[config.mk]
export PLATFORM = sky130hd
export DESIGN_NAME = usb_out_pe
export DESIGN_NICKNAME = d
export VERILOG_FILES = /design/src/design/usb_pid_pkg.sv /design/src/design/out_ep_pkg.sv /design/src/design/usb_out_token_decode.sv /design/src/design/usb_out_data_toggle.sv /design/src/design/usb_out_data_path.sv /design/src/design/usb_out_xact_fsm.sv /design/src/design/usb_out_pe.sv
export VERILOG_INCLUDE_DIRS = /design/src /design/src/design
export SDC_FILE = /design/constraint.sdc
export NUM_CORES = 1
export LEC_CHECK = 0
export BUFFER_PORTS_ARGS = -buffer_cell sky130_fd_sc_hd__buf_4
export CORE_ASPECT_RATIO = 0.9
export CORE_MARGIN = 10
export CORE_UTILIZATION = 47
export CTS_CLUSTER_SIZE = 25
export DETAILED_ROUTE_END_ITERATION = 6
export PLACE_DENSITY = 0.8
export SLEW_MARGIN = 10
export SYNTH_ARGS = -nofsm -noshare
export SYNTH_HDL_FRONTEND = slang
export SYNTH_SLANG_ARGS = --single-unit
[constraint.sdc]
create_clock -name clk_48mhz_i -period 2.61 [get_ports clk_48mhz_i]
set_input_delay 0.522 -clock clk_48mhz_i [delete_from_list [all_inputs] [get_ports clk_48mhz_i]]
set_output_delay 0.522 -clock clk_48mhz_i [all_outputs]
set_load 0.02 [all_outputs]
[src/design/usb_out_defines.svh]
/*
 * Sizes for the OUT protocol engine, fixed for one build configuration
 * Endpoint count and packet size also set the mask, index and offset widths
 */

`ifndef USB_OUT_DEFINES_SVH
`define USB_OUT_DEFINES_SVH

// Implemented OUT endpoints, numbers at or above this are ignored
`define USB_OUT_NUM_EPS 4

// Largest data payload in bytes, sets the put offset width
`define USB_OUT_MAX_PKT_BYTES 32

// Wait for the data packet after a token
// 17 bit times at 4 clocks per full-speed bit
`define USB_OUT_ACK_TIMEOUT 68

`endif

[src/design/usb_pid_pkg.sv]
/*
 * USB packet identifiers and the receive-side packet fields
 * Only the PIDs used by an OUT/SETUP endpoint are named
 */

package usb_pid_pkg;

  // Low nibble of the PID byte, check nibble already stripped
  typedef enum logic [3:0] {
    UsbPidOut   = 4'b0001,
    UsbPidSetup = 4'b1101,
    UsbPidData0 = 4'b0011,
    UsbPidData1 = 4'b1011,
    UsbPidAck   = 4'b0010,
    UsbPidNak   = 4'b1010,
    UsbPidStall = 4'b1110
  } usb_pid_e;

  // Packet class sits in the two low PID bits
  typedef enum logic [1:0] {
    UsbPidTypeSpecial   = 2'b00,
    UsbPidTypeToken     = 2'b01,
    UsbPidTypeHandshake = 2'b10,
    UsbPidTypeData      = 2'b11
  } usb_pid_type_e;

  // Field view of a PID, bit 3 is the DATA0/DATA1 toggle
  typedef struct packed {
    logic          toggle;
    logic          rsvd;
    usb_pid_type_e pid_type;
  } usb_pid_fields_t;

  // Same PID word seen as a whole code or as its fields
  typedef union packed {
    usb_pid_e        pid;
    usb_pid_fields_t fields;
  } usb_pid_u;

  // Packet framing strobes and the fields of the last packet
  typedef struct packed {
    logic       pkt_start;
    logic       pkt_end;
    logic       pkt_valid;
    usb_pid_u   pid;
    logic [6:0] addr;
    logic [3:0] endp;
  } rx_pkt_t;

  // One received payload byte
  typedef struct packed {
    logic       put;
    logic [7:0] data;
  } rx_byte_t;

endpackage

[src/design/out_ep_pkg.sv]
/*
 * Endpoint-side types of the OUT engine
 * Widths follow the endpoint count and packet size macros
 */

`include "usb_out_defines.svh"

package out_ep_pkg;

  // One bit per implemented endpoint
  typedef logic [`USB_OUT_NUM_EPS-1:0] ep_mask_t;
  typedef logic [$clog2(`USB_OUT_NUM_EPS)-1:0] ep_idx_t;
  typedef logic [$clog2(`USB_OUT_MAX_PKT_BYTES)-1:0] ep_offset_t;

  // Endpoint configuration from the register side
  typedef struct packed {
    ep_mask_t enabled;
    ep_mask_t control;
    ep_mask_t full;
    ep_mask_t stall;
  } ep_cfg_t;

  // Software write of selected toggle bits
  typedef struct packed {
    logic     we;
    ep_mask_t status;
    ep_mask_t mask;
  } tog_wr_t;

  // Byte handed to the endpoint buffer
  typedef struct packed {
    logic       put;
    ep_offset_t offset;
    logic [7:0] data;
  } ep_put_t;

  // Decoded packet end, valid only in the cycle of the end strobe
  typedef struct packed {
    logic    out_tok;
    logic    setup_tok;
    logic    data_ok;
    logic    data_bad;
    logic    ep_active;
    logic    ep_control;
    ep_idx_t ep;
    logic    toggle;
  } rx_evt_t;

  typedef enum logic [1:0] {
    XactIdle,
    XactWaitData,
    XactInData,
    XactDataEnd
  } xact_state_e;

endpackage

[src/design/usb_out_token_decode.sv]
/*
 * Combinational decode of each received packet end
 * Endpoint numbers beyond the implemented range map to index 0, inactive
 */

`include "usb_out_defines.svh"

module usb_out_token_decode (
  input  usb_pid_pkg::rx_pkt_t  rx_pkt_i,
  input  logic [6:0]            dev_addr_i,
  input  out_ep_pkg::ep_cfg_t   ep_cfg_i,
  output out_ep_pkg::rx_evt_t   rx_evt_o
);

  usb_pid_pkg::usb_pid_u pid;
  out_ep_pkg::ep_idx_t   ep_idx;
  logic                  pkt_ok;
  logic                  is_token;
  logic                  is_data;
  logic                  ep_in_hw;

  assign pid = rx_pkt_i.pid;

  // Packet end with good CRC and PID check
  assign pkt_ok = rx_pkt_i.pkt_end && rx_pkt_i.pkt_valid;

  // Token for this device, kind decided below
  assign is_token = pkt_ok &&
                    (pid.fields.pid_type == usb_pid_pkg::UsbPidTypeToken) &&
                    (rx_pkt_i.addr == dev_addr_i);

  // Only DATA0 and DATA1 carry OUT payload
  assign is_data = (pid.pid == usb_pid_pkg::UsbPidData0) ||
                   (pid.pid == usb_pid_pkg::UsbPidData1);

  ////////////////////////////////////////
  // Endpoint resolution
  ////////////////////////////////////////

  // Extra top bit keeps the compare right at 16 endpoints
  assign ep_in_hw = {1'b0, rx_pkt_i.endp} < 5'(`USB_OUT_NUM_EPS);

  // Fold to 0 so the masks are never indexed out of range
  assign ep_idx = ep_in_hw ? rx_pkt_i.endp[$bits(out_ep_pkg::ep_idx_t)-1:0] : '0;

  assign rx_evt_o.out_tok    = is_token && (pid.pid == usb_pid_pkg::UsbPidOut);
  assign rx_evt_o.setup_tok  = is_token && (pid.pid == usb_pid_pkg::UsbPidSetup);
  assign rx_evt_o.data_ok    = pkt_ok && is_data;
  // Corrupt packet or a valid packet of any other kind
  assign rx_evt_o.data_bad   = rx_pkt_i.pkt_end && (!rx_pkt_i.pkt_valid || !is_data);
  assign rx_evt_o.ep_active  = ep_in_hw && ep_cfg_i.enabled[ep_idx];
  assign rx_evt_o.ep_control = ep_cfg_i.control[ep_idx];
  assign rx_evt_o.ep         = ep_idx;
  // Meaningful only together with data_ok
  assign rx_evt_o.toggle     = pid.fields.toggle;

endmodule

[src/design/usb_out_data_toggle.sv]
/*
 * Per-endpoint DATA0/DATA1 toggle state with software override
 * A software write in the same cycle wins over hardware updates
 */

module usb_out_data_toggle (
  input  logic                 clk_48mhz_i,
  input  logic                 rst_ni,
  input  logic                 link_reset_i,
  input  out_ep_pkg::rx_evt_t  rx_evt_i,
  input  logic                 flip_i,
  input  out_ep_pkg::ep_idx_t  cur_ep_i,
  input  out_ep_pkg::tog_wr_t  tog_wr_i,
  output out_ep_pkg::ep_mask_t toggle_o,
  output logic                 bad_toggle_o
);

  out_ep_pkg::ep_mask_t toggle_q;
  out_ep_pkg::ep_mask_t toggle_d;

  always_comb begin
    toggle_d = toggle_q;
    // SETUP always restarts the sequence at DATA0
    if (rx_evt_i.setup_tok && rx_evt_i.ep_active) begin
      toggle_d[rx_evt_i.ep] = 1'b0;
    end else if (flip_i) begin
      toggle_d[cur_ep_i] = ~toggle_q[cur_ep_i];
    end
    // Masked replace from software
    if (tog_wr_i.we) begin
      toggle_d = (toggle_d & ~tog_wr_i.mask) | (tog_wr_i.status & tog_wr_i.mask);
    end
  end

  always_ff @(posedge clk_48mhz_i or negedge rst_ni) begin
    if (!rst_ni) begin
      toggle_q <= '0;
    end else if (link_reset_i) begin
      toggle_q <= '0;
    end else begin
      toggle_q <= toggle_d;
    end
  end

  assign toggle_o = toggle_q;

  // Host resent a packet whose ACK it missed
  // Data packets carry no endpoint, the token's endpoint is the current one
  assign bad_toggle_o = rx_evt_i.data_ok && (rx_evt_i.toggle != toggle_q[cur_ep_i]);

endmodule

[src/design/usb_out_data_path.sv]
/*
 * Turns received bytes into endpoint puts, one cycle behind the rx strobe
 * Bytes beyond the maximum packet size overwrite the last offset
 */

module usb_out_data_path (
  input  logic                    clk_48mhz_i,
  input  logic                    rst_ni,
  input  usb_pid_pkg::rx_byte_t   rx_byte_i,
  input  out_ep_pkg::xact_state_e state_i,
  input  out_ep_pkg::ep_idx_t     cur_ep_i,
  input  out_ep_pkg::ep_mask_t    full_i,
  output out_ep_pkg::ep_put_t     put_o,
  output logic                    store_fail_o
);

  logic                   put_q;
  out_ep_pkg::ep_offset_t offset_q;
  logic [7:0]             data_q;
  logic                   fail_q;
  logic                   offset_inc;

  // Byte is held until the next strobe
  always_ff @(posedge clk_48mhz_i) begin
    if (rx_byte_i.put) begin
      data_q <= rx_byte_i.data;
    end
  end

  // Puts only while the data packet of a transaction is open
  always_ff @(posedge clk_48mhz_i or negedge rst_ni) begin
    if (!rst_ni) begin
      put_q <= 1'b0;
    end else begin
      put_q <= (state_i == out_ep_pkg::XactInData) && rx_byte_i.put;
    end
  end

  ////////////////////////////////////////
  // Offset and store failure
  ////////////////////////////////////////

  // Stop counting once the packet will be NAKed or the offset is at max
  assign offset_inc = put_q && !fail_q && !(&offset_q);

  always_ff @(posedge clk_48mhz_i or negedge rst_ni) begin
    if (!rst_ni) begin
      offset_q <= '0;
    end else if (state_i == out_ep_pkg::XactWaitData) begin
      offset_q <= '0;
    end else if ((state_i == out_ep_pkg::XactInData) && offset_inc) begin
      offset_q <= offset_q + 1'b1;
    end
  end

  // Sticky within a transaction, the endpoint may free space too late
  always_ff @(posedge clk_48mhz_i or negedge rst_ni) begin
    if (!rst_ni) begin
      fail_q <= 1'b0;
    end else if ((state_i == out_ep_pkg::XactIdle) ||
                 (state_i == out_ep_pkg::XactWaitData)) begin
      fail_q <= 1'b0;
    end else if (put_q && full_i[cur_ep_i]) begin
      fail_q <= 1'b1;
    end
  end

  assign put_o = '{put: put_q, offset: offset_q, data: data_q};

  // Also covers a zero-length packet to a full endpoint
  assign store_fail_o = fail_q || full_i[cur_ep_i];

endmodule

[src/design/usb_out_xact_fsm.sv]
/*
 * OUT and SETUP transaction sequencing and handshake choice
 * Strobes are combinational from state and inputs, one cycle wide
 */

`include "usb_out_defines.svh"

module usb_out_xact_fsm (
  input  logic                    clk_48mhz_i,
  input  logic                    rst_ni,
  input  logic                    link_reset_i,
  input  out_ep_pkg::rx_evt_t     rx_evt_i,
  input  logic                    rx_start_i,
  input  logic                    bad_toggle_i,
  input  out_ep_pkg::ep_mask_t    stall_i,
  input  logic                    store_fail_i,
  output out_ep_pkg::xact_state_e state_o,
  output out_ep_pkg::ep_idx_t     cur_ep_o,
  output logic                    newpkt_o,
  output logic                    acked_o,
  output logic                    rollback_o,
  output logic                    flip_o,
  output out_ep_pkg::ep_mask_t    setup_o,
  output logic                    tx_start_o,
  output usb_pid_pkg::usb_pid_e   tx_pid_o
);

  localparam int unsigned TimeoutW = $clog2(`USB_OUT_ACK_TIMEOUT + 1);

  out_ep_pkg::xact_state_e state_q;
  out_ep_pkg::xact_state_e state_d;
  out_ep_pkg::ep_idx_t     cur_ep_q;
  out_ep_pkg::ep_mask_t    setup_q;
  logic [TimeoutW-1:0]     timeout_q;
  logic                    xact_start;
  logic                    is_setup_q;
  logic                    newpkt_q;

  ////////////////////////////////////////
  // Next state and strobes
  ////////////////////////////////////////

  always_comb begin
    state_d    = state_q;
    xact_start = 1'b0;
    tx_start_o = 1'b0;
    tx_pid_o   = usb_pid_pkg::UsbPidAck;
    acked_o    = 1'b0;
    rollback_o = 1'b0;
    flip_o     = 1'b0;

    unique case (state_q)
      out_ep_pkg::XactIdle: begin
        // SETUP only counts on a control endpoint
        if (rx_evt_i.ep_active &&
            (rx_evt_i.out_tok || (rx_evt_i.setup_tok && rx_evt_i.ep_control))) begin
          state_d    = out_ep_pkg::XactWaitData;
          xact_start = 1'b1;
        end
      end

      out_ep_pkg::XactWaitData: begin
        // Host gave up on the data packet
        if (rx_start_i) begin
          state_d = out_ep_pkg::XactInData;
        end else if (timeout_q == '0) begin
          state_d = out_ep_pkg::XactIdle;
        end
      end

      out_ep_pkg::XactInData: begin
        if (bad_toggle_i && !stall_i[cur_ep_q]) begin
          // Repeat of an already accepted packet, ACK again and drop it
          state_d    = out_ep_pkg::XactIdle;
          tx_start_o = 1'b1;
          rollback_o = 1'b1;
        end else if (rx_evt_i.data_bad) begin
          // CRC error or wrong packet kind, no handshake at all
          state_d    = out_ep_pkg::XactIdle;
          rollback_o = 1'b1;
        end else if (rx_evt_i.data_ok) begin
          state_d = out_ep_pkg::XactDataEnd;
        end
      end

      out_ep_pkg::XactDataEnd: begin
        state_d = out_ep_pkg::XactIdle;
        if (is_setup_q) begin
          // SETUP cannot be NAKed, a lost one is resent by the host
          if (store_fail_i) begin
            rollback_o = 1'b1;
          end else begin
            tx_start_o = 1'b1;
            acked_o    = 1'b1;
            flip_o     = 1'b1;
          end
        end else if (stall_i[cur_ep_q]) begin
          tx_start_o = 1'b1;
          tx_pid_o   = usb_pid_pkg::UsbPidStall;
        end else if (store_fail_i) begin
          tx_start_o = 1'b1;
          tx_pid_o   = usb_pid_pkg::UsbPidNak;
          rollback_o = 1'b1;
        end else begin
          tx_start_o = 1'b1;
          acked_o    = 1'b1;
          flip_o     = 1'b1;
        end
      end

      default: state_d = out_ep_pkg::XactIdle;
    endcase
  end

  always_ff @(posedge clk_48mhz_i or negedge rst_ni) begin
    if (!rst_ni) begin
      state_q <= out_ep_pkg::XactIdle;
    end else if (link_reset_i) begin
      state_q <= out_ep_pkg::XactIdle;
    end else begin
      state_q <= state_d;
    end
  end

  // Reloaded while idle, runs down only while waiting for data
  always_ff @(posedge clk_48mhz_i or negedge rst_ni) begin
    if (!rst_ni) begin
      timeout_q <= TimeoutW'(`USB_OUT_ACK_TIMEOUT);
    end else if (state_q == out_ep_pkg::XactIdle) begin
      timeout_q <= TimeoutW'(`USB_OUT_ACK_TIMEOUT);
    end else if ((state_q == out_ep_pkg::XactWaitData) && (timeout_q != '0)) begin
      timeout_q <= timeout_q - 1'b1;
    end
  end

  ////////////////////////////////////////
  // Transaction context
  ////////////////////////////////////////

  always_ff @(posedge clk_48mhz_i or negedge rst_ni) begin
    if (!rst_ni) begin
      newpkt_q   <= 1'b0;
      cur_ep_q   <= '0;
      is_setup_q <= 1'b0;
    end else begin
      newpkt_q <= xact_start;
      if (xact_start) begin
        cur_ep_q   <= rx_evt_i.ep;
        is_setup_q <= rx_evt_i.setup_tok;
      end
    end
  end

  // Flag tracks the last token kind seen per endpoint
  always_ff @(posedge clk_48mhz_i or negedge rst_ni) begin
    if (!rst_ni) begin
      setup_q <= '0;
    end else if (rx_evt_i.setup_tok && rx_evt_i.ep_active) begin
      setup_q[rx_evt_i.ep] <= 1'b1;
    end else if (rx_evt_i.out_tok && rx_evt_i.ep_active) begin
      setup_q[rx_evt_i.ep] <= 1'b0;
    end
  end

  assign state_o  = state_q;
  assign cur_ep_o = cur_ep_q;
  assign newpkt_o = newpkt_q;
  assign setup_o  = setup_q;

endmodule

[src/design/usb_out_pe.sv]
/*
 * Non-buffered full-speed OUT/SETUP protocol engine, no isochronous support
 * The endpoint side must take every put, a full endpoint gets a NAK
 */

module usb_out_pe (
  input  logic                  clk_48mhz_i,
  input  logic                  rst_ni,
  input  logic                  link_reset_i,
  input  logic [6:0]            dev_addr_i,
  input  out_ep_pkg::ep_cfg_t   ep_cfg_i,
  input  out_ep_pkg::tog_wr_t   tog_wr_i,
  input  usb_pid_pkg::rx_pkt_t  rx_pkt_i,
  input  usb_pid_pkg::rx_byte_t rx_byte_i,
  output out_ep_pkg::ep_put_t   put_o,
  output out_ep_pkg::ep_idx_t   cur_ep_o,
  output logic                  newpkt_o,
  output logic                  acked_o,
  output logic                  rollback_o,
  output out_ep_pkg::ep_mask_t  setup_o,
  output out_ep_pkg::ep_mask_t  toggle_o,
  output logic                  tx_start_o,
  output usb_pid_pkg::usb_pid_e tx_pid_o
);

  out_ep_pkg::rx_evt_t     rx_evt;
  out_ep_pkg::xact_state_e state;
  out_ep_pkg::ep_idx_t     cur_ep;
  logic                    bad_toggle;
  logic                    flip;
  logic                    store_fail;

  usb_out_token_decode token_decode_i (
    .rx_pkt_i   (rx_pkt_i),
    .dev_addr_i (dev_addr_i),
    .ep_cfg_i   (ep_cfg_i),
    .rx_evt_o   (rx_evt)
  );

  usb_out_data_toggle data_toggle_i (
    .clk_48mhz_i  (clk_48mhz_i),
    .rst_ni       (rst_ni),
    .link_reset_i (link_reset_i),
    .rx_evt_i     (rx_evt),
    .flip_i       (flip),
    .cur_ep_i     (cur_ep),
    .tog_wr_i     (tog_wr_i),
    .toggle_o     (toggle_o),
    .bad_toggle_o (bad_toggle)
  );

  usb_out_xact_fsm xact_fsm_i (
    .clk_48mhz_i  (clk_48mhz_i),
    .rst_ni       (rst_ni),
    .link_reset_i (link_reset_i),
    .rx_evt_i     (rx_evt),
    .rx_start_i   (rx_pkt_i.pkt_start),
    .bad_toggle_i (bad_toggle),
    .stall_i      (ep_cfg_i.stall),
    .store_fail_i (store_fail),
    .state_o      (state),
    .cur_ep_o     (cur_ep),
    .newpkt_o     (newpkt_o),
    .acked_o      (acked_o),
    .rollback_o   (rollback_o),
    .flip_o       (flip),
    .setup_o      (setup_o),
    .tx_start_o   (tx_start_o),
    .tx_pid_o     (tx_pid_o)
  );

  usb_out_data_path data_path_i (
    .clk_48mhz_i  (clk_48mhz_i),
    .rst_ni       (rst_ni),
    .rx_byte_i    (rx_byte_i),
    .state_i      (state),
    .cur_ep_i     (cur_ep),
    .full_i       (ep_cfg_i.full),
    .put_o        (put_o),
    .store_fail_o (store_fail)
  );

  assign cur_ep_o = cur_ep;

endmodule

==> results_dict.tcl <==
set metrics [dict create \
    synth_area_leader_cell "sky130_fd_sc_hd__dfrtp_1" \
    grt_pass1_wl_mm 10.3 \
    dieArea_um2 7570 \
    clock_path_buffers 2 \
    start_util_pct 47.9 \
    diodes 0 \
    post-layout-total-power_w 0.00121 \
    synth_ff_type "sky130_fd_sc_hd__dfrtp_1" \
    finalNonFillerCells 383 \
    timing_hold_violations_final 0 \
    max-vdd-ir-drop_mv 0.254 \
    layout_setup_ws_ns -0.0327 \
    share_of_flip_flops_with_an_asynchronous_set_or_reset_pct 77.8 \
    netlist_area_um2 2110 \
    clk-insertion-delay-late_ns 0.29 \
    cts_htree_levels 2 \
    cts.root.buffer_cell "sky130_fd_sc_hd__clkbuf_8" \
    grt_max_degree 29 \
    top_cell_type_s_share_of_synthesized_area_pct 30.9 \
    fin_nets 386 \
    totalWireLength_mm 6.38 \
    worst-endpoint-arrival_ns 2.12 \
    hp-class "in2async" \
    setup_viol 2 \
    syn-instance-count 220 \
    average_wire_per_standard_cell_um 16.7 \
    crit_type "reg2out" \
    ys_seq_area_share_pct 44.7 \
    dpl.hpwl_mm 5.02 \
    final.period_utilization_pct 101 \
    holdBufCountCts 0 \
    cts_buffers 5 \
    port_buffers 91 \
    clkSinkCount 36 \
    r2r_setup_slack_ns 0.25 \
    post_synth_num_cell_types 53 \
    dr_drc_count 0 \
    end_kind "output pin" \
    num_vias 2065 \
    ioPinCount 94 \
    post_drt_via_cell_ratio 5.39 \
    yosysWarnings 0 \
    power.leakage_nw 1.41 \
    run_status "complete, but fails checks" \
    worst_pin_slew_ns 0.526 \
    final.min_clock_period_ns 2.64 \
    synth_area_leaders "sky130_fd_sc_hd__dfrtp_1 (31%), sky130_fd_sc_hd__edfxtp_1 (11%), sky130_fd_sc_hd__nand2_1 (6.2%)" \
    fp.dieW_um 90.6 \
    ys_ff_latch 36 \
    antenna_found_initial 0 \
    drive_gt1_share_pct 41.1 \
    synthesis.area_per_instance_um2 9.58 \
    firstDrtPassIters 4 \
    failed_checks "negative setup slack" \
    tritoncts "built" \
    groute.usage.overall_pct 16.5 \
    clk_pin_slew_worst_paths_ns 0.07 \
    initialDrtViolationCount 157 \
    area_growth_pct 43.9 \
    globalplace.congestion 0.789 \
    maxCapViolCount 0 \
    grt_pass1_vias 2105 \
    core-area_um2 4400 \
    grt_setup_unrepaired "true" \
    fmaxAchievable_mhz 378 \
    power_density_nw_per_um2 398 \
    finalSetupTns_ns -0.0359 \
    antenna_violating_nets_post_route 0 \
    grt_overflow 0 \
    rows 23 \
    dp.cells 372 \
    skew_ns 0.00449 \
    number_of_nets_produced_by_synthesis 286 \
    floorplan.die.height_um 83.5 \
    final-max-slew-violation-count 0 \
    worst-endpoint-required_ns 2.09 \
    timing.hold.ws_ns 0.146 \
    cp-start-kind "flop" \
    fillers 366 \
    max_slew_margin_pct 64.6 \
    timing.critical_path.fanout_max 5 \
    post_synth_edffs 8 \
]
==> placed cells by master (no fill, tap or decap), types with 4 or more instances in the layout <==
cell type	instances
sky130_fd_sc_hd__nor2_1	16
sky130_fd_sc_hd__ha_1	4
sky130_fd_sc_hd__nand2_1	35
sky130_fd_sc_hd__buf_4	98
sky130_fd_sc_hd__xnor2_1	8
sky130_fd_sc_hd__a311oi_1	5
sky130_fd_sc_hd__mux2i_1	7
sky130_fd_sc_hd__inv_1	8
sky130_fd_sc_hd__edfxtp_1	8
sky130_fd_sc_hd__nand3_1	11
sky130_fd_sc_hd__clkbuf_8	6
sky130_fd_sc_hd__a21oi_1	4
sky130_fd_sc_hd__dfrtp_1	24
sky130_fd_sc_hd__mux2_2	5
sky130_fd_sc_hd__o21ai_0	10
sky130_fd_sc_hd__nand4_1	5
==> cells in the mapped netlist, drive strengths merged, types with 2 or more instances <==
library cell	number
a31oi	2
or3	3
xor2	2
conb	2
or2b	2
and3	2
a21oi	5
o211ai	3
nor4	3
ha	4
or2	4
o21ai	12
clkbuf	3
mux2i	8
nor2b	2
xnor2	8
nand2b	3
buf	4
dfrtp	26
a311oi	5
or4	2
nor2	18
inv	8
and2	3
edfxtp	8
nand3	11
mux2	6
nand4	5
dfstp	2
or4b	2
nand2	36
==> power by group <==
| group | internal, W | leakage [nW] | switching [W] |
|---|---|---|---|
| logic | 0.000109 | 0.912 | 0.0000919 |
| registers | 0.000590 | 0.453 | 0.00000765 |
| clock network | 0.000211 | 0.0459 | 0.000195 |
==> worst max-delay path: stages (launching register included) <==
cell and delay [ns]:
sky130_fd_sc_hd__dfrtp_2 0.43, sky130_fd_sc_hd__mux2_2 0.37, sky130_fd_sc_hd__or4b_4 0.49, sky130_fd_sc_hd__nand4_1 0.17, sky130_fd_sc_hd__o21ai_2 0.09, sky130_fd_sc_hd__o32ai_2 0.09
sky130_fd_sc_hd__buf_4 0.19
==> per-stage QoR <==
step | util, % | setup slack [ns] | cell area, um^2
after CTS | 68.6 | 0.00510 | 3020
after global placement | 65.4 | 0.141 | 2880
after floorplan | - | -0.0286 | 2120
after global routing | 68.9 | -0.0877 | 3030
after detailed placement | 65.4 | 0.0938 | 2880
final | 68.9 | -0.0327 | 3030
==> per-layer routing <==
metal | global-route usage, % | up-vias | part of all wire [%]
li1 | - | 991 | -
met1 | 19.8 | 984 | 40
met2 | 27.2 | 82 | 51
met3 | 5.76 | 8 | 6.9
met4 | 4.77 | 0 | 1.4
met5 | 0 | - | 0
==> cell type report <==
class	count	area [um^2]	area share, %
clock buffer	7	86.3	2.85
inverter	8	30.0	0.990
tap	62	77.6	2.56
multi-input combinational	169	1130	37.3
sequential	36	946	31.2
clock inverter	1	3.75	0.124
timing repair buffer	100	758	25.0
==> kinds of logic (layout without fill, tap and decap cells) <==
logic type	Yosys count	in the layout	synth area share (%)
and+or+nand+nor	102	102	25.4
other	2	2	0.356
adders and majority gates	4	4	2.37
buffers and inverters	15	116	3.56
xor gates and xnor gates	10	10	4.15
DFF	36	36	44.7
muxes	15	15	8.07
AOI/OAI and AO/OA	36	36	11.3
==> path summary, 6_finish.rpt <==
| kind | cells past startpoint | start | endpoint |
|---|---|---|---|
| min in group clk_48mhz_i | 1 | rx_byte_i[1] | data_path_i.data_q[1] |
| hold / removal | 1 | rst_ni | async pin |
| hold reg to reg | 1 | xact_fsm_i.timeout_q[5] | xact_fsm_i.timeout_q[5] |
| setup reg to reg | 6 | xact_fsm_i.cur_ep_o[0] | data_toggle_i.toggle_o[0] |
| setup / recovery | 6 | xact_fsm_i.cur_ep_o[1] | rollback_o |
| max in group asynchronous | 1 | rst_ni | xact_fsm_i.timeout_q[6] |
==> timing repair <==
action,in CTS,in global routing
endpoints found under the setup margin,2,2
cloned,0,0
setup buffers,2,1
pin swaps,4,1
resized for setup,10,1
No activity file was read; power rests on OpenSTA's default activity.
